**src/source/videoPkg.sv**
```systemverilog
package videoPkg;

	// Line counter, F8 to 1FF
	typedef logic [8:0] vcount_t;

	// Position within a pair of scanlines
	typedef logic [11:0] mclkCount_t;

	// CPU side
	typedef logic [1:0] regAddr_t;
	typedef logic [15:0] regData_t;

	// Master clocks per scanline
	localparam mclkCount_t LINE_MCLK = 12'd1536;
	// Last count of the two-line pair
	localparam mclkCount_t PAIR_LAST = 12'd3071;

	// Frame limits, 264 lines
	localparam vcount_t VCOUNT_FIRST = 9'h0F8;
	localparam vcount_t VCOUNT_LAST = 9'h1FF;

	// Vertical blanking edges
	localparam vcount_t VBLANK_END_LINE = 9'h0FF;
	localparam vcount_t VBLANK_START_LINE = 9'h1F1;

	// Sprite bank blanking, 14px into the line
	localparam mclkCount_t BNKB_POS = 12'd55;
	localparam vcount_t BNKB_LOW_LINE = 9'h1F0;
	localparam vcount_t BNKB_HIGH_LINE = 9'h110;

	// Last clock of the sync pulse in each line
	localparam mclkCount_t HSYNC_LAST = 12'd110;

	// Register map
	localparam regAddr_t REG_CTRL = 2'd0;
	localparam regAddr_t REG_LINE = 2'd1;
	localparam regAddr_t REG_ACK = 2'd2;
	localparam regAddr_t REG_STATUS = 2'd3;

endpackage
```
**src/source/irqCfgBus.sv**
```systemverilog
`timescale 1ns/1ns

interface irqCfgBus;

	// Interrupt enables from the control register
	logic rasterEnable;
	logic vblankEnable;

	// Line that fires the raster interrupt
	videoPkg::vcount_t rasterLine;

	// Single-clock acknowledge strobes
	logic ackRaster;
	logic ackVblank;

	// Pending flags back for status readback
	logic rasterPending;
	logic vblankPending;

	// Register side
	modport regs(
		output rasterEnable, vblankEnable, rasterLine,
		output ackRaster, ackVblank,
		input rasterPending, vblankPending
	);

	// Interrupt side
	modport irq(
		input rasterEnable, vblankEnable, rasterLine,
		input ackRaster, ackVblank,
		output rasterPending, vblankPending
	);

endinterface

```
**src/source/videoTimingTop.sv**
```systemverilog
`timescale 1ns/1ns

module videoTimingTop #(
	parameter videoPkg::vcount_t resetRasterLine = 9'h120
)(
	input logic CLK_24M,
	input logic nRESETP,
	// CPU port
	input logic cpuSel,
	input logic cpuWrite,
	input videoPkg::regAddr_t cpuAddr,
	input videoPkg::regData_t cpuWriteData,
	output videoPkg::regData_t cpuReadData,
	// Video timing
	output logic TMS0,
	output logic VBLANK,
	output logic nVSYNC,
	output logic HSYNC,
	output logic nBNKB,
	output videoPkg::vcount_t VCOUNT,
	output logic nIRQ
);

	// Master position, only needed by the interrupt logic
	videoPkg::mclkCount_t mainCnt;

	// Register to interrupt link
	irqCfgBus cfgBus();

	videoSync videoSync_i(
		.CLK_24M(CLK_24M),
		.nRESETP(nRESETP),
		.mainCnt(mainCnt),
		.vcount(VCOUNT),
		.TMS0(TMS0),
		.vblank(VBLANK),
		.nVSYNC(nVSYNC),
		.HSYNC(HSYNC),
		.nBNKB(nBNKB)
	);

	timingRegs #(
		.resetRasterLine(resetRasterLine)
	) timingRegs_i(
		.CLK_24M(CLK_24M),
		.nRESETP(nRESETP),
		.cpuSel(cpuSel),
		.cpuWrite(cpuWrite),
		.cpuAddr(cpuAddr),
		.cpuWriteData(cpuWriteData),
		.cpuReadData(cpuReadData),
		.vblank(VBLANK),
		.cfg(cfgBus.regs)
	);

	rasterIrq rasterIrq_i(
		.CLK_24M(CLK_24M),
		.nRESETP(nRESETP),
		.mainCnt(mainCnt),
		.vcount(VCOUNT),
		.vblank(VBLANK),
		.cfg(cfgBus.irq),
		.nIRQ(nIRQ)
	);

endmodule

```
**src/source/rasterIrq.sv**
```systemverilog
`timescale 1ns/1ns

module rasterIrq(
	input logic CLK_24M,
	input logic nRESETP,
	input videoPkg::mclkCount_t mainCnt,
	input videoPkg::vcount_t vcount,
	input logic vblank,
	irqCfgBus.irq cfg,
	output logic nIRQ
);

	// First clock of either line in the pair
	logic lineStart;

	// Raster compare hit
	logic rasterHit;

	// Blanking edge detect
	logic vblankLast;
	logic vblankRise;

	// Flags
	logic rasterPending;
	logic vblankPending;

	assign lineStart = (mainCnt == 12'd0) || (mainCnt == videoPkg::LINE_MCLK);

	// vcount already holds the new line here
	assign rasterHit = lineStart && cfg.rasterEnable && (vcount == cfg.rasterLine);

	assign vblankRise = vblank & ~vblankLast;

	always_ff @(posedge CLK_24M)
	begin
		if (!nRESETP)
			vblankLast <= 1'b0;
		else
			vblankLast <= vblank;
	end

	// Raster flag
	// A new hit beats an acknowledge on the same clock
	always_ff @(posedge CLK_24M)
	begin
		if (!nRESETP)
			rasterPending <= 1'b0;
		else if (rasterHit)
			rasterPending <= 1'b1;
		else if (cfg.ackRaster)
			rasterPending <= 1'b0;
	end

	// Vertical blank flag
	always_ff @(posedge CLK_24M)
	begin
		if (!nRESETP)
			vblankPending <= 1'b0;
		else if (vblankRise && cfg.vblankEnable)
			vblankPending <= 1'b1;
		else if (cfg.ackVblank)
			vblankPending <= 1'b0;
	end

	assign cfg.rasterPending = rasterPending;
	assign cfg.vblankPending = vblankPending;

	// Active low, any enabled flag
	assign nIRQ = ~((rasterPending & cfg.rasterEnable) | (vblankPending & cfg.vblankEnable));

	// Flags rise only while the matching enable in timingRegs is on
	assert property (@(posedge CLK_24M) disable iff (!nRESETP)
		$rose(rasterPending) |-> $past(cfg.rasterEnable));
	assert property (@(posedge CLK_24M) disable iff (!nRESETP)
		$rose(vblankPending) |-> $past(cfg.vblankEnable));

endmodule

```
**src/source/timingRegs.sv**
```systemverilog
`timescale 1ns/1ns

module timingRegs #(
	parameter videoPkg::vcount_t resetRasterLine = 9'h120
)(
	input logic CLK_24M,
	input logic nRESETP,
	input logic cpuSel,
	input logic cpuWrite,
	input videoPkg::regAddr_t cpuAddr,
	input videoPkg::regData_t cpuWriteData,
	output videoPkg::regData_t cpuReadData,
	input logic vblank,
	irqCfgBus.regs cfg
);

	// Write strobe
	logic writeEn;

	// Register contents
	logic rasterEnable;
	logic vblankEnable;
	videoPkg::vcount_t rasterLine;
	logic ackRaster;
	logic ackVblank;

	assign writeEn = cpuSel & cpuWrite;

	// Control and line registers
	always_ff @(posedge CLK_24M)
	begin
		if (!nRESETP)
		begin
			rasterEnable <= 1'b0;
			vblankEnable <= 1'b0;
			rasterLine <= resetRasterLine;
		end
		else if (writeEn)
		begin
			if (cpuAddr == videoPkg::REG_CTRL)
			begin
				rasterEnable <= cpuWriteData[0];
				vblankEnable <= cpuWriteData[1];
			end
			if (cpuAddr == videoPkg::REG_LINE)
				rasterLine <= cpuWriteData[8:0];
		end
	end

	// Acknowledge strobes
	// Write 1 to clear, held for a single clock
	always_ff @(posedge CLK_24M)
	begin
		if (!nRESETP)
		begin
			ackRaster <= 1'b0;
			ackVblank <= 1'b0;
		end
		else
		begin
			ackRaster <= writeEn && (cpuAddr == videoPkg::REG_ACK) && cpuWriteData[0];
			ackVblank <= writeEn && (cpuAddr == videoPkg::REG_ACK) && cpuWriteData[1];
		end
	end

	assign cfg.rasterEnable = rasterEnable;
	assign cfg.vblankEnable = vblankEnable;
	assign cfg.rasterLine = rasterLine;
	assign cfg.ackRaster = ackRaster;
	assign cfg.ackVblank = ackVblank;

	// Readback
	// Bus idles at zero when not selected
	always_comb
	begin
		cpuReadData = 16'h0000;
		if (cpuSel)
		begin
			case (cpuAddr)
				videoPkg::REG_CTRL: cpuReadData = {14'd0, vblankEnable, rasterEnable};
				videoPkg::REG_LINE: cpuReadData = {7'd0, rasterLine};
				// Pending bits, then the blanking level
				videoPkg::REG_STATUS:
					cpuReadData = {13'd0, vblank, cfg.vblankPending, cfg.rasterPending};
				default: cpuReadData = 16'h0000;
			endcase
		end
	end

	// Acknowledge is a strobe, never a level
	assert property (@(posedge CLK_24M) disable iff (!nRESETP)
		(ackRaster || ackVblank) |=> !(ackRaster || ackVblank));

endmodule

```
**src/source/videoSync.sv**
```systemverilog
`timescale 1ns/1ns

module videoSync(
	input logic CLK_24M,
	input logic nRESETP,
	output videoPkg::mclkCount_t mainCnt,
	output videoPkg::vcount_t vcount,
	output logic TMS0,
	output logic vblank,
	output logic nVSYNC,
	output logic HSYNC,
	output logic nBNKB
);

	// Position inside the current line
	videoPkg::mclkCount_t linePos;

	// Edges of the pair
	logic midPair;
	logic endPair;

	assign midPair = (mainCnt == videoPkg::LINE_MCLK - 12'd1);
	assign endPair = (mainCnt == videoPkg::PAIR_LAST);

	// Master counter over two lines
	always_ff @(posedge CLK_24M)
	begin
		if (!nRESETP)
			mainCnt <= 12'd0;
		else if (endPair)
			mainCnt <= 12'd0;
		else
			mainCnt <= mainCnt + 12'd1;
	end

	// Line counter
	// Steps at the end of each line, reloads after line 1FF
	always_ff @(posedge CLK_24M)
	begin
		if (!nRESETP)
			vcount <= videoPkg::VCOUNT_FIRST;
		else if (midPair)
			vcount <= vcount + 9'd1;
		else if (endPair)
		begin
			if (vcount == videoPkg::VCOUNT_LAST)
				vcount <= videoPkg::VCOUNT_FIRST;
			else
				vcount <= vcount + 9'd1;
		end
	end

	// Vertical blanking
	// Both edges fall on odd lines, so only the pair end matters
	always_ff @(posedge CLK_24M)
	begin
		if (!nRESETP)
			vblank <= 1'b0;
		else if (endPair)
		begin
			if (vcount == videoPkg::VBLANK_END_LINE)
				vblank <= 1'b0;
			else if (vcount == videoPkg::VBLANK_START_LINE)
				vblank <= 1'b1;
		end
	end

	// Sprite bank blanking
	// Updated a little after the line starts
	always_ff @(posedge CLK_24M)
	begin
		if (!nRESETP)
			nBNKB <= 1'b1;
		else if (mainCnt == videoPkg::BNKB_POS)
		begin
			if (vcount == videoPkg::BNKB_LOW_LINE)
				nBNKB <= 1'b0;
			else if (vcount == videoPkg::BNKB_HIGH_LINE)
				nBNKB <= 1'b1;
		end
	end

	// Second line of the pair
	assign TMS0 = (mainCnt >= videoPkg::LINE_MCLK);

	// Fold the pair back onto one line
	assign linePos = TMS0 ? (mainCnt - videoPkg::LINE_MCLK) : mainCnt;

	// Sync pulse at the head of each line
	assign HSYNC = (linePos <= videoPkg::HSYNC_LAST);

	// Low for lines F8 to FF
	assign nVSYNC = vcount[8];

	// Counter range
	assert property (@(posedge CLK_24M) disable iff (!nRESETP)
		mainCnt <= videoPkg::PAIR_LAST);

	// Frame never runs below the first line
	assert property (@(posedge CLK_24M) disable iff (!nRESETP)
		vcount >= videoPkg::VCOUNT_FIRST);

endmodule

```
**config.mk**
```make
export PLATFORM = sky130hd
export DESIGN_NAME = videoTimingTop
export DESIGN_NICKNAME = d
export VERILOG_FILES = /design/src/source/videoPkg.sv /design/src/source/irqCfgBus.sv /design/src/source/videoTimingTop.sv /design/src/source/rasterIrq.sv /design/src/source/timingRegs.sv /design/src/source/videoSync.sv
export SDC_FILE = /design/constraint.sdc
export NUM_CORES = 1
export LEC_CHECK = 0
export ABC_AREA = 0
export BUFFER_PORTS_ARGS = -buffer_cell sky130_fd_sc_hd__buf_2
export CAP_MARGIN = 20
export CORE_MARGIN = 4
export CORE_UTILIZATION = 40
export CTS_CLUSTER_DIAMETER = 80
export DETAILED_ROUTE_END_ITERATION = 7
export HOLD_SLACK_MARGIN = 0.06
export PLACE_DENSITY_LB_ADDON = 0.2
export SYNTH_ARGS = -nofsm -noshare
export SYNTH_HDL_FRONTEND = slang
export SYNTH_SLANG_ARGS = --single-unit
```
**constraint.sdc**
```tcl
create_clock -name CLK_24M -period 1.78 [get_ports CLK_24M]
set_clock_uncertainty 0.2 [all_clocks]
set_input_delay 0.089 -clock CLK_24M [delete_from_list [all_inputs] [get_ports CLK_24M]]
set_output_delay 0.089 -clock CLK_24M [all_outputs]
set_load 0.05 [all_outputs]
```
# --- Yosys cells after proc, flatten, opt, wreduce, memory -nomap -nowiden ---
# Index checks and enable logic that the tools add are counted.
totals:
  output_inout_bits: 31
  ff_bits: 39
  wordCells: 71
  inputBits: 22
classes:
  mux: 14
  n_addsub: 3
  eq_ne: 13
  n_bitwise: 8
  magnitude_cmp: 2
  reduce_logical: 19
ops:
  columns: ["cell", "n"]
  rows:
  - ["equality test 9 bit, second input constant", 4]
  - ["two-way mux 9 bit", 3]
  - ["case mux 9 bit (3 select lines)", 1]
  - ["equality test 12 x 11 -> 1 bit, second input constant", 2]
  - ["two-way mux 16 bit", 1]
  - ["adder 12 x 1 -> 12 bit, second input constant", 1]
  - ["equality test 12 bit, second input constant", 1]
  - ["equality test 12 x 6 -> 1 bit, second input constant", 1]
  - ["greater-or-equal comparator 12 x 11 -> 1 bit, second input constant", 1]
  - ["<= comparator 12 x 7 -> 1 bit, second input constant", 1]
  - ["zero test 12 bit", 1]
  - ["two-way mux 12 bit", 1]
  - ["subtractor 12 x 11 -> 12 bit, second input constant", 1]
  - ["nonzero test 2 bit", 5]
  - ["adder 9 x 1 -> 9 bit, second input constant", 1]
  - ["equality test 9 x 8 -> 1 bit, second input constant", 1]
  - ["equality test 9 bit", 1]
  - ["two-way mux 1 bit", 8]
  - ["AND reduction 2 bit", 4]
  - ["logical AND 1 bit", 6]
  - ["bitwise AND 1 bit", 4]
  - ["equality test 2 bit, second input constant", 2]
  - ["NOT 1 bit", 3]
  - ["equality test 2 x 1 -> 1 bit, second input constant", 1]
  - ["4 further kinds", 4]

# --- Depth between registers and ports, before layout ---
# Gate-level depths: netlist of run 1.
logic_depth:
  depth_word: 5
  mapped_depth: 7
  ltp_nobuf: 7

# --- By module ---
# From an unflattened synthesis of run 1, not the netlist that was laid out.
unflattened:
  cells_unflattened: 248
  hier_area_um2: 2247.2
by_module_without_submodules:
  columns: ["mod", "n_inst", "seq_area_each_um2", "cells_per_inst", "area_each_um2"]
  rows:
  - ["videoSync", 1, 460.4, 142, 1262.5]
  - ["timingRegs", 1, 260.2, 78, 720.7]
  - ["rasterIrq", 1, 60.1, 28, 264.0]

# --- Worst setup path after synthesis of run 1 ---
# No wires, ideal clock.
synth_path:
  path_kind: "register -> register"
  startpoint: "reg videoSync_i.vcount[0]"
  endpoint: "reg videoSync_i.vcount[1]"
  t_required_ns: 1.465
  n_path_buf: 0
  synth_period_minus_slack_ns: 2.218
  path_slack_ns: -0.438
  path_stages_with_launch: 8
  arrival_time_ns: 1.903
  setup_ns: 0.115
  path_cell_list: "dfxtp_1 ha_1 nand3_1 nor2_1 ha_1 o31ai_1 and3_1 o21a_1"
synth_between:
  elab_chain_len: 4
  elab_cells_between_ends: 5
  classes_between: "add/sub: 1; eq/ne: 1; mux: 3"
synth_rtl:
  columns: ["item", "line_no", "rtl"]
  rows:
  - ["start, declared", "videoSync.sv:7", "output videoPkg::vcount_t vcount,"]
  - ["start signal, assigned", "videoSync.sv:41", "vcount <= videoPkg::VCOUNT_FIRST;"]
  - ["start signal, assigned", "videoSync.sv:43", "vcount <= vcount + 9'd1;"]
  - ["start signal, assigned", "videoSync.sv:47", "vcount <= videoPkg::VCOUNT_FIRST;"]
  - ["adder 9 x 1 -> 9 bit / equality test 9 bit (equally long branches)", "videoSync.sv:43, videoSync.sv:49, videoSync.sv:46", null]
  - ["two-way mux 9 bit", "videoSync.sv:46", "if (vcount == videoPkg::VCOUNT_LAST)"]
  - ["two-way mux 9 bit", "videoSync.sv:44", "else if (endPair)"]
  - ["two-way mux 9 bit *", "videoSync.sv:42", "else if (midPair)"]
# Every way passes the cells marked *; elsewhere a longest branch is shown, timed or not. The select of a mux whose other input is x is not followed.
# A chain may end at the register's enable or synchronous reset.

# --- Worst setup path after layout of run 1 ---
layout_path:
  startpoint: "reg videoSync_i.mainCnt[1]"
  endpoint: "out HSYNC"
layout_between:
  elab_chain_len: 3
  elab_cells_between_ends: 4
  classes_between: "add/sub: 1; order compare: 2; mux: 1"
layout_rtl:
  columns: ["item", "line_no", "rtl"]
  rows:
  - ["start, declared", "videoSync.sv:6", "output videoPkg::mclkCount_t mainCnt,"]
  - ["start signal, assigned", "videoSync.sv:33", "mainCnt <= mainCnt + 12'd1;"]
  - ["subtractor 12 x 11 -> 12 bit / greater-or-equal comparator 12 x 11 -> 1 bit (equally long branches)", "videoSync.sv:87, videoSync.sv:84", null]
  - ["two-way mux 12 bit *", "videoSync.sv:87", "assign linePos = TMS0 ? (mainCnt - videoPkg::LINE_MCLK) : mainCnt;"]
  - ["<= comparator 12 x 7 -> 1 bit *", "videoSync.sv:90", "assign HSYNC = (linePos <= videoPkg::HSYNC_LAST);"]
  - ["end, declared", "videoTimingTop.sv:18", "output logic HSYNC,"]
# Every way passes the cells marked *; elsewhere a longest branch is shown, timed or not.

==> results of run 1 <==
[logic make-up (layout without fill, tap and decap cells)]
family,count (synthesis),count (layout),synth area share (%)
multiplexers,7,7,3.385
adder cells (fa/ha/maj),8,8,4.590
flip-flops,39,39,35.80
AO/OA/AOI/OAI,34,34,11.13
XOR/XNOR,19,19,7.631
AND/OR/NAND/NOR,130,130,30.58
buffers and inverters,27,103,6.712
other,1,7,0.1720
[worst max path at each step]
| stage | start | endpoint | slack (ns) | cells past startpoint |
|---|---|---|---|---|
| after CTS | videoSync_i.mainCnt[1]$_SDFF_PP0_ | HSYNC | -0.02 | 6 |
| final | videoSync_i.mainCnt[1]$_SDFF_PP0_ | HSYNC | 0.03 | 6 |
| after floorplan | videoSync_i.vcount[5]$_SDFFE_PN1P_ | videoSync_i.vcount[1]$_SDFFE_PN0P_ | -0.002 | 7 |
| after global placement | videoSync_i.mainCnt[1]$_SDFF_PP0_ | videoSync_i.vcount[5]$_SDFFE_PN1P_ | 0.01 | 5 |
| after global routing | videoSync_i.mainCnt[8]$_SDFF_PP0_ | HSYNC | -0.09 | 4 |
| after detailed placement | videoSync_i.mainCnt[1]$_SDFF_PP0_ | videoSync_i.vcount[5]$_SDFFE_PN1P_ | -0.01 | 5 |
[what timing repair did]
item                                    4_1_cts  5_1_grt
gates resized for setup                       9       14
hold buffers                                 15        1
pin swaps                                     3        5
buffers inserted                              1        1
endpoints found under the setup margin        8       16
cloned                                        0        0
hold endpoints to repair                     19        7
[synth_stat cells (2+ instances only)]
library cell / instances / area, µm²
nand3b_1: 2 / 15.01
nor3b_2: 2 / 25.02
or3_1: 2 / 12.51
and4_1: 3 / 26.28
nor2b_1: 2 / 12.51
nand2b_1: 2 / 12.51
nor2_1: 23 / 86.33
o21ai_0: 3 / 15.01
nand4b_1: 2 / 17.52
nor4_1: 3 / 18.77
dfxtp_1: 39 / 780.8
buf_2: 3 / 15.01
xor2_1: 9 / 78.83
mux2_2: 2 / 22.52
nand2_1: 37 / 138.9
o31ai_1: 3 / 22.52
nor3_1: 10 / 50.05
nand4_1: 4 / 25.02
buf_4: 9 / 67.56
nand3_1: 16 / 80.08
mux2i_1: 4 / 40.04
a22oi_1: 3 / 22.52
o211ai_1: 3 / 22.52
clkbuf_1: 6 / 22.52
xnor2_1: 10 / 87.58
a41oi_1: 2 / 17.52
or4_1: 3 / 22.52
inv_1: 7 / 26.28
a21oi_1: 10 / 50.05
o21ai_1: 3 / 15.01
ha_1: 8 / 100.1
o21a_1: 2 / 15.01
and2_1: 10 / 62.56
and3_1: 7 / 43.79
[worst max-delay path, cell delays in order, from the launching register on]
cell and delay (ns):
dfxtp_2 0.34, buf_6 0.12, ha_4 0.14, nor3_2 0.14, o211ai_1 0.10, and3_1 0.17
buf_6 0.15
[where the power goes]
part           internal [mW]  switching [mW]
logic                 0.0772           0.113
registers              0.874          0.0117
clock network          0.275           0.302
[stage by stage]
step	TNS [ns]	std cells	worst slack, ns	power, mW
4_1_cts	-0.02277	415	-0.02277	1.665
5_1_grt	-0.2471	417	-0.08664	1.736
3_5_place_dp	-0.02791	391	-0.01486	1.056
2_1_floorplan	-0.002002	271	-0.002002	1.018
6_report	0	417	0.02687	1.653
3_3_place_gp	0	391	0.01198	1.054
[placed cells by master, fill, tap and decap left out, types with 4 or more instances in the layout]
cell type      count
a21oi_1           10
and2_1            10
and3_1             6
buf_2             37
buf_4             32
clkbuf_8           5
conb_1             7
dfxtp_1           26
dfxtp_2            6
dfxtp_4            7
dlygate4sd3_1     16
ha_1               4
inv_1              4
mux2i_1            4
nand2_1           35
nand3_1           15
nand4_1            4
nor2_1            22
nor3_1             8
xnor2_1           10
xor2_1             9
[area by class of cell]
| type | count | area, µm² | area share, % |
|---|---|---|---|
| clock buffer | 7 | 76.32 | 2.554 |
| clock inverter | 1 | 5.005 | 0.1675 |
| inverter | 8 | 32.53 | 1.089 |
| multi-input combinational | 205 | 1364 | 45.64 |
| sequential | 39 | 814.5 | 27.26 |
| tap | 70 | 87.58 | 2.931 |
| timing repair buffer | 87 | 608.1 | 20.35 |
[routing by layer]
metal	part of all wire (%)	GRT usage, %
met2	46	29.48
met4	1.1	5.150
met3	5.9	3.838
met1	47	24.17
met5	0	0
==> key figures, run 1 <==
Floorplan
  – I/O Pins: 53
  – Initial core utilization: 41.90%
  – # rows: 26
  – Core Area: 0.005205 mm²
  – Die W: 81.84 µm
  – Die H: 81.84 µm
  – Die area: 0.006698 mm²

Drt
  – Routed via count: 2073
  – Post-route ant nets: 0
  – DRT Pass-1 Iters: 4
  – Post-Route WL: 5.668 mm
  – DRC viols: 0
  – Wire per inst: 13.59 µm
  – Detailed Route Iter0 Violations: 53
  – Vias per cell: 4.971

Hold path
  – Hold path startpoint: nRESETP
  – Worst hold path type: input port to flop
  – Hold EP: timingRegs_i.cfg.ackRaster$_SDFF_PN0_
  – Worst hold path depth: 4

Worst setup path
  – Worst r2r path cells: 6
  – WP data required: 1.49 ns
  – Worst EP arrival: 1.46 ns
  – Critical path class: flop to output pin
  – Maximum fanout along the worst path: 3
  – R2r endpoint: videoSync_i.vcount[3]$_SDFFE_PN1P_
  – CP startpoint kind: flop
  – R2R Path Start: videoSync_i.mainCnt[1]$_SDFF_PP0_
  – Critical Path Sink Type: output pin
  – Reg2Reg Setup Slack: 0.03 ns

Timing
  – Tightest Pin Transition: 0.5444 ns
  – F_max: 0.5704 GHz
  – Final hold vios: 0
  – Hold slack: 0.06858 ns
  – Final Critical Period: 1.753 ns
  – Max-slew violations: 0
  – # setup viols final: 0
  – Relative slew slack: 63.55%
  – RSZ-0062 raised after global routing: true
  – Final cycle utilization of the critical path: 98.49%

Clocking
  – Root Buffer: clkbuf_8
  – Worst-case clock buffer depth: 2
  – TritonCTS clock tree: done
  – Clk_lat worst skew: 0.29 ns
  – CTS clk-pin slew, worst paths: 0.08 ns
  – Num Clock Sinks: 39
  – Cts bufs inserted: 5
  – H-tree Lvls: 2

Synth
  – Avg Synthesized Cell Area: 8.230 µm²
  – Sequential fraction of the synthesis area: 35.80%
  – Yosys cell types: 45
  – EDFF count, synth: 0
  – Syn Inst Count: 265
  – Asr flop ratio synth: 0%
  – Synthesized area: 0.002181 mm²
  – Yosys warns: 0
  – Main synth FF type: dfxtp_1
  – FF+latch count, synth: 39

Placement
  – Placed Instance Area: 0.002659 mm²
  – Port bufs: 38
  – GP Congestion: 0.8315
  – Post-DP HPWL: 4.102 mm

Layout
  – Max reg flops: 12
  – Final core occ: 57.40%
  – Fillers: 494
  – Final instance area: 0.002988 mm²
  – Diode count: 0
  – Layout Nets: 376
  – Area grow syn2layout: 37.01%
  – Layout cells sized above 1: 33.43%
  – Biggest regs: videoSync_i.mainCnt: 12 flops, timingRegs_i.cfg.rasterLine: 9 flops, videoSync_i.vcount: 9 flops
  – Top reg by flops: videoSync_i.mainCnt

Global route
  – Aggregate global routing overflow: 0
  – Vias in the first global route: 2022
  – First-pass GRT wire length: 9.453 mm
  – Initial antenna violation count: 0
  – Largest net degree at the start of global routing: 12
  – Total GRT Usage: 18.15%

Flow run
  – Maxcap violations: 0

Outcome
  – Run status: finished, final reports clean

Pwr
  – Power Density: 553.3 mW/mm²
  – Leakage: 1.225 nW
  – Maximum vdd drop: 0.3075 mV
Power figures use the tool's default switching activity.
==> run 2: changes to the inputs <==
- PLACE_DENSITY: not set -> 0.72
- PLACE_DENSITY_LB_ADDON: 0.2 -> not set
==> run 2 against run 1 <==
Against the previous run:
- the flow now finishes with violations (setup timing)
- die area is the same
- count of clock-buffer cells in the layout decreased by 2
- largest cell class unchanged
- register-to-register slack lost 0.06 ns
- utilization up 1.4 points
- cell count is 0.48% lower
- clock power is 30% higher
- combinational power about the same
- cell area up 2.4%
- routed wire length rose by 2.8%
- hold slack barely moved
==> key figures, run 2 (synthesized netlist as in run 1, its figures left out) <==
Outcome
  – Run status: complete, but fails checks
  – Failing checks: setup timing

Global route
  – Largest net degree at the start of global routing: 14 (+2)
  – First-pass GRT wire length: 9.384 mm (-0.73%)
  – Total GRT Usage: 18.36% (+0.21 points)
  – Aggregate global routing overflow: 0 (unchanged)
  – Initial antenna violation count: 0 (unchanged)
  – Vias in the first global route: 2072 (+2.5%)

Worst setup path
  – Worst EP arrival: 1.80 ns (+0.34 ns)
  – WP data required: 1.77 ns (+0.28 ns)
  – Critical path class: flop to flop
  – Critical Path Sink Type: flop
  – Maximum fanout along the worst path: 3 (unchanged)
  – Slowest cell delay on critical path: 0.37 ns (+0.03 ns)
  – Worst-path cell chain: inv_4 -> ha_4 -> nand2_2 -> o32a_1 -> nor3_2 -> mux2_4
  – Slowest stage cell on the critical path: dfxtp_4
  – Cell family with most CP delay: flip-flops
  – CP startpoint kind: flop
  – Worst path buffer plus inverter count: 1 (-1)

Floorplan
  – Initial core utilization: 41.90% (unchanged)
  – Core Area: 0.005205 mm² (unchanged)
  – Die area: 0.006698 mm² (unchanged)
  – I/O Pins: 53 (unchanged)
  – # rows: 26 (unchanged)
  – Die W: 81.84 µm (unchanged)
  – Die H: 81.84 µm (unchanged)

Drt
  – Post-route ant nets: 0 (unchanged)
  – Vias per cell: 5.149 (+3.6%)
  – Detailed Route Iter0 Violations: 74 (+40%)
  – DRC viols: 0 (unchanged)
  – DRT Pass-1 Iters: 4 (unchanged)
  – Routed via count: 2137 (+3.1%)
  – Post-Route WL: 5.824 mm (+2.8%)
  – Wire per inst: 14.03 µm (+3.2%)

Pwr
  – Power Density: 597.6 mW/mm² (+8.0%)
  – Leakage: 1.245 nW (+1.6%)
  – Tot Pwr: 1.829 mW (+11%)
  – Maximum vdd drop: 0.4858 mV (+58%)

Clocking
  – Num Clock Sinks: 39 (unchanged)
  – H-tree Lvls: 2 (unchanged)
  – Worst-case clock buffer depth: 2 (unchanged)
  – Clk_lat worst skew: 0.29 ns (about the same)
  – Root Buffer: clkbuf_8
  – Cts bufs inserted: 5 (unchanged)
  – CTS clk-pin slew, worst paths: 0.08 ns (about the same)
  – TritonCTS clock tree: done

Timing
  – RSZ-0062 raised after global routing: true
  – Max-slew violations: 0 (unchanged)
  – Hold slack: 0.06844 ns (-0.0001429 ns)
  – Final cycle utilization of the critical path: 102.0% (+3.5 points)
  – F_max: 0.5508 GHz (-3.4%)
  – Final hold vios: 0 (unchanged)
  – Tightest Pin Transition: 0.5372 ns (-0.007183 ns)
  – Final Critical Period: 1.816 ns (+0.06247 ns)
  – Relative slew slack: 64.03% (+0.48 points)
  – # setup viols final: 1 (+1)
  – Setup WS post-layout: -0.03560 ns (-0.06247 ns)

Placement
  – Port bufs: 38 (unchanged)
  – Placed Instance Area: 0.002636 mm² (-0.85%)
  – Post-Place Cells: 388 (-0.77%)
  – GP Congestion: 0.8442 (+1.5%)
  – Post-DP HPWL: 4.011 mm (-2.2%)

Flow run
  – Maxcap violations: 0 (unchanged)

Hold path
  – Worst hold path type: input port to flop

Layout
  – Diode count: 0 (unchanged)
  – Layout Nets: 374 (-0.53%)
  – Top reg by flops: videoSync_i.mainCnt
  – Final instance area: 0.003060 mm² (+2.4%)
  – Biggest regs: videoSync_i.mainCnt: 12 flops, timingRegs_i.cfg.rasterLine: 9 flops, videoSync_i.vcount: 9 flops
  – Most frequent cells in the layout: 37 x buf_2, 33 x nand2_1, 28 x buf_4, 24 x dfxtp_1, 22 x nor2_1
  – Layout cells sized above 1: 34.78% (+1.4 points)
  – Most common cell after layout, fill and taps aside: buf_2
  – Final non-filler cell total: 415 (-0.48%)
  – Max reg flops: 12 (unchanged)
  – Area grow syn2layout: 40.33%
run 2: area by class of cell:
class                   count  area, µm²
multi-input cells         205       1410
inverters                   8      32.53
repair buffers             85      600.6
clock inverters             3      43.79
clock buffers               5      68.82
fillers                   454       2145
well taps                  70      87.58
flip-flops and latches     39      817.0
run 2: what timing repair did:
item	in CTS	in global routing
hold buffers	15	1
endpoints found under the setup margin	5	18
pin swaps	3	10
buffers inserted	2	1
endpoints found under the hold margin	19	6
gates resized for setup	10	23
run 2: metal layers:
layer  track usage, %  share of wire [%]  vias up
met5                0                  0        -
met4            6.977                1.5        0
met3            4.167                5.6       11
met2            30.78                 50       66
met1            22.77                 43      993
li1                 -                  -     1067
run 2: tightest hold or removal path: cells and delay by family:
kind,cells,cell delay [ns]
mux,1,0.12
buf+inv,1,0.15
simple gates,2,0.17
run 2: stage by stage:
stage	setup WS, ns	TNS [ns]	utilization [%]
finish	-0.03560	-0.03560	58.80
global route	-0.06086	-0.2231	58.80
CTS	-0.04994	-0.04994	56.61
detailed placement	0.008428	0	50.65
global placement	0.009784	0	50.65
floorplan	-0.002002	-0.002002	-
run 2: power by group:
part           switching [mW]  total (mW)  internal, mW  leakage (nW)
sequential             0.0111       0.885         0.874         0.320
combinational           0.114       0.192        0.0782         0.866
clock                   0.334       0.752         0.418        0.0581
run 2: worst paths after layout:
| kind | startpoint | end | slack, ns | cells past startpoint |
|---|---|---|---|---|
| min reg2reg | timingRegs_i.cfg.rasterLine[3]$_SDFFE_PN0P_ | timingRegs_i.cfg.rasterLine[3]$_SDFFE_PN0P_ | 0.29 | 2 |
| max | videoSync_i.vcount[1]$_SDFFE_PN0P_ | videoSync_i.vblank$_SDFFE_PN0P_ | -0.04 | 6 |
| min | cpuAddr[0] | timingRegs_i.cfg.rasterEnable$_SDFFE_PN0P_ | 0.07 | 4 |
| max reg2reg | videoSync_i.vcount[1]$_SDFFE_PN0P_ | videoSync_i.vblank$_SDFFE_PN0P_ | -0.04 | 6 |
==> run 3: changes to the inputs <==
- SETUP_SLACK_MARGIN: not set -> 0.5
==> run 3 against run 2 <==
Against the previous run:
- via count increased by 4.8%
- the flow finishes with violations (hold timing, setup timing)
- hold slack lost 0.11 ns
- sequential power is 0.9% lower
- sequential cell count unchanged
- first-iteration DRC count is 140% higher
- largest cell class unchanged
- global-route usage rose by 1.9 points
- combinational power rose by 22%
- sequential share of layout area fell by 2.9 points
- routed wire length grew 14%
==> key figures, run 3 (synthesized netlist as in run 1, its figures left out) <==
Outcome
  – Run status: complete, but fails checks
  – Failing checks: hold timing, setup timing

Worst setup path
  – Worst EP arrival: 1.57 ns (-0.23 ns)
  – Maximum fanout along the worst path: 2 (-1)
  – Critical Path Sink Type: output pin
  – Critical path class: flop to output pin
  – Worst r2r path cells: 7 (+1)
  – Reg2Reg Setup Slack: -0.08 ns (-0.05 ns)
  – CP startpoint kind: flop
  – WP data required: 1.49 ns (-0.28 ns)

Global route
  – Vias in the first global route: 2112 (+1.9%)
  – Initial antenna violation count: 0 (unchanged)
  – Total GRT Usage: 20.31% (+1.9 points)
  – Aggregate global routing overflow: 0 (unchanged)
  – First-pass GRT wire length: 10.36 mm (+10%)
  – Largest net degree at the start of global routing: 13 (-1)

Placement
  – Post-DP HPWL: 4.149 mm (+3.5%)
  – GP Congestion: 0.8155 (-3.4%)
  – Port bufs: 38 (unchanged)
  – Post-Place Cells: 386 (-0.52%)
  – Placed Instance Area: 0.002769 mm² (+5.0%)

Timing
  – Final hold vios: 2 (+2)
  – Final cycle utilization of the critical path: 104.6% (+2.6 points)
  – Max-slew violations: 0 (unchanged)
  – Setup WS post-layout: -0.08260 ns (-0.04701 ns)
  – Final Critical Period: 1.863 ns (+0.04701 ns)
  – RSZ-0062 raised after global routing: true
  – Relative slew slack: 62.11% (-1.9 points)
  – Tightest Pin Transition: 0.5658 ns (+0.02861 ns)
  – Hold slack: -0.04257 ns (-0.1110 ns)
  – # setup viols final: 9 (+8)
  – F_max: 0.5369 GHz (-2.5%)

Layout
  – Multi-input gate area: 0.001633 mm² (+16%)
  – Reg area: 848.3 µm² (+3.8%)
  – Area grow syn2layout: 63.28%
  – Final instance area: 0.003561 mm² (+16%)
  – Fillers: 370 (-19%)
  – Top reg by flops: videoSync_i.mainCnt
  – Most common cell after layout, fill and taps aside: buf_4
  – Layout Nets: 386 (+3.2%)
  – Max reg flops: 12 (unchanged)
  – Final non-filler cell total: 427 (+2.9%)
  – Diode count: 0 (unchanged)
  – Most frequent cells in the layout: 35 x buf_4, 32 x nand2_1, 29 x buf_6, 17 x nor2_1, 17 x buf_2
  – Layout cells sized above 1: 52.38% (+18 points)
  – Biggest regs: videoSync_i.mainCnt: 12 flops, timingRegs_i.cfg.rasterLine: 9 flops, videoSync_i.vcount: 9 flops

Floorplan
  – I/O Pins: 53 (unchanged)
  – Core Area: 0.005205 mm² (unchanged)
  – Die area: 0.006698 mm² (unchanged)
  – Initial core utilization: 41.90% (unchanged)
  – # rows: 26 (unchanged)
  – Die H: 81.84 µm (unchanged)
  – Die W: 81.84 µm (unchanged)

Clocking
  – Hold buffer count at cts: 10 (-5)
  – Num Clock Sinks: 39 (unchanged)
  – Cts bufs inserted: 5 (unchanged)
  – CTS clk-pin slew, worst paths: 0.08 ns (about the same)
  – Root Buffer: clkbuf_8
  – H-tree Lvls: 2 (unchanged)
  – Worst-case clock buffer depth: 2 (unchanged)
  – Clk_lat worst skew: 0.30 ns (about the same)
  – TritonCTS clock tree: done

Pwr
  – Leakage: 1.391 nW (+12%)
  – Maximum vdd drop: 0.3352 mV (-31%)
  – Power Density: 517.9 mW/mm² (-13%)

Drt
  – Routed via count: 2240 (+4.8%)
  – DRT Pass-1 Iters: 4 (unchanged)
  – Wire per inst: 15.58 µm (+11%)
  – Post-route ant nets: 0 (unchanged)
  – DRC viols: 0 (unchanged)
  – Post-Route WL: 6.652 mm (+14%)
  – Detailed Route Iter0 Violations: 178 (+140%)
  – Vias per cell: 5.246 (+1.9%)

Hold path
  – Worst hold path type: input port to flop
  – Worst hold path depth: 2 (-2)

Flow run
  – Maxcap violations: 0 (unchanged)
-- run 3: cell types whose count changed in the layout (fill, tap and decap cells not counted), moves of 7 or more --
cell	before	now
buf_4	28	35
buf_2	37	17
dfxtp_4	7	14
dfxtp_1	24	13
buf_6	4	29
-- run 3: power by group --
part	switching, mW	internal (mW)
clock	0.335	0.398
combinational	0.132	0.102
sequential	0.0109	0.866
-- run 3: final cells by class --
class	instances	area share, %
flip-flops and latches	39	23.82
well taps	70	2.460
inverters	8	1.054
multi-input cells	206	45.85
repair buffers	96	23.65
clock inverters	1	0.1405
clock buffers	7	3.022
-- run 3: final timing paths --
kind,end,from
setup / recovery,HSYNC,videoSync_i.mainCnt[0]$_SDFF_PP0_
hold / removal,timingRegs_i.cfg.rasterLine[8]$_SDFFE_PN1P_,nRESETP
setup reg to reg,videoSync_i.vcount[6]$_SDFFE_PN1P_,videoSync_i.mainCnt[0]$_SDFF_PP0_
hold reg to reg,timingRegs_i.cfg.rasterLine[3]$_SDFFE_PN0P_,timingRegs_i.cfg.rasterLine[3]$_SDFFE_PN0P_
-- run 3: layer usage --
layer / routed length, µm / part of all wire (%) / track usage (%) / vias up
met5: 0 / 0 / 0 / -
met4: 85 / 1.3 / 5.648 / 0
met3: 366 / 5.5 / 3.838 / 10
met2: 3413 / 51 / 36.51 / 70
met1: 2787 / 42 / 24.45 / 1065
li1: - / - / - / 1095
-- run 3: metrics by stage --
stage          hold slack, ns  setup TNS [ns]  power [mW]  utilization, %  worst slack (ns)
5_1_grt             -0.009875         -0.9822       1.914           68.41           -0.1482
3_5_place_dp           0.1100        -0.03424       1.068           53.20          -0.02602
3_3_place_gp           0.1078        -0.02015       1.064           53.20          -0.01076
4_1_cts              -0.03246         -0.2622       1.843           66.20           -0.1139
6_report             -0.04257         -0.3667       1.844           68.41          -0.08260
2_1_floorplan         0.01071               0       1.024               -           0.02699
-- run 3: worst max-delay path: stages (launching register included) --
cell and delay (ns):
dfxtp_4 0.36, buf_6 0.10, inv_4 0.03, buf_6 0.11, ha_4 0.14, nor3_2 0.15, o211ai_1 0.09, and3_4 0.16
buf_8 0.14
-- run 3: timing repair --
action / in CTS / in global routing
resized for setup: 93 / 26
cloned: 1 / 0
endpoints found under the hold margin: 24 / 6
pin swaps: 25 / 11
buffers inserted: 18 / 4
endpoints found under the setup margin: 44 / 41
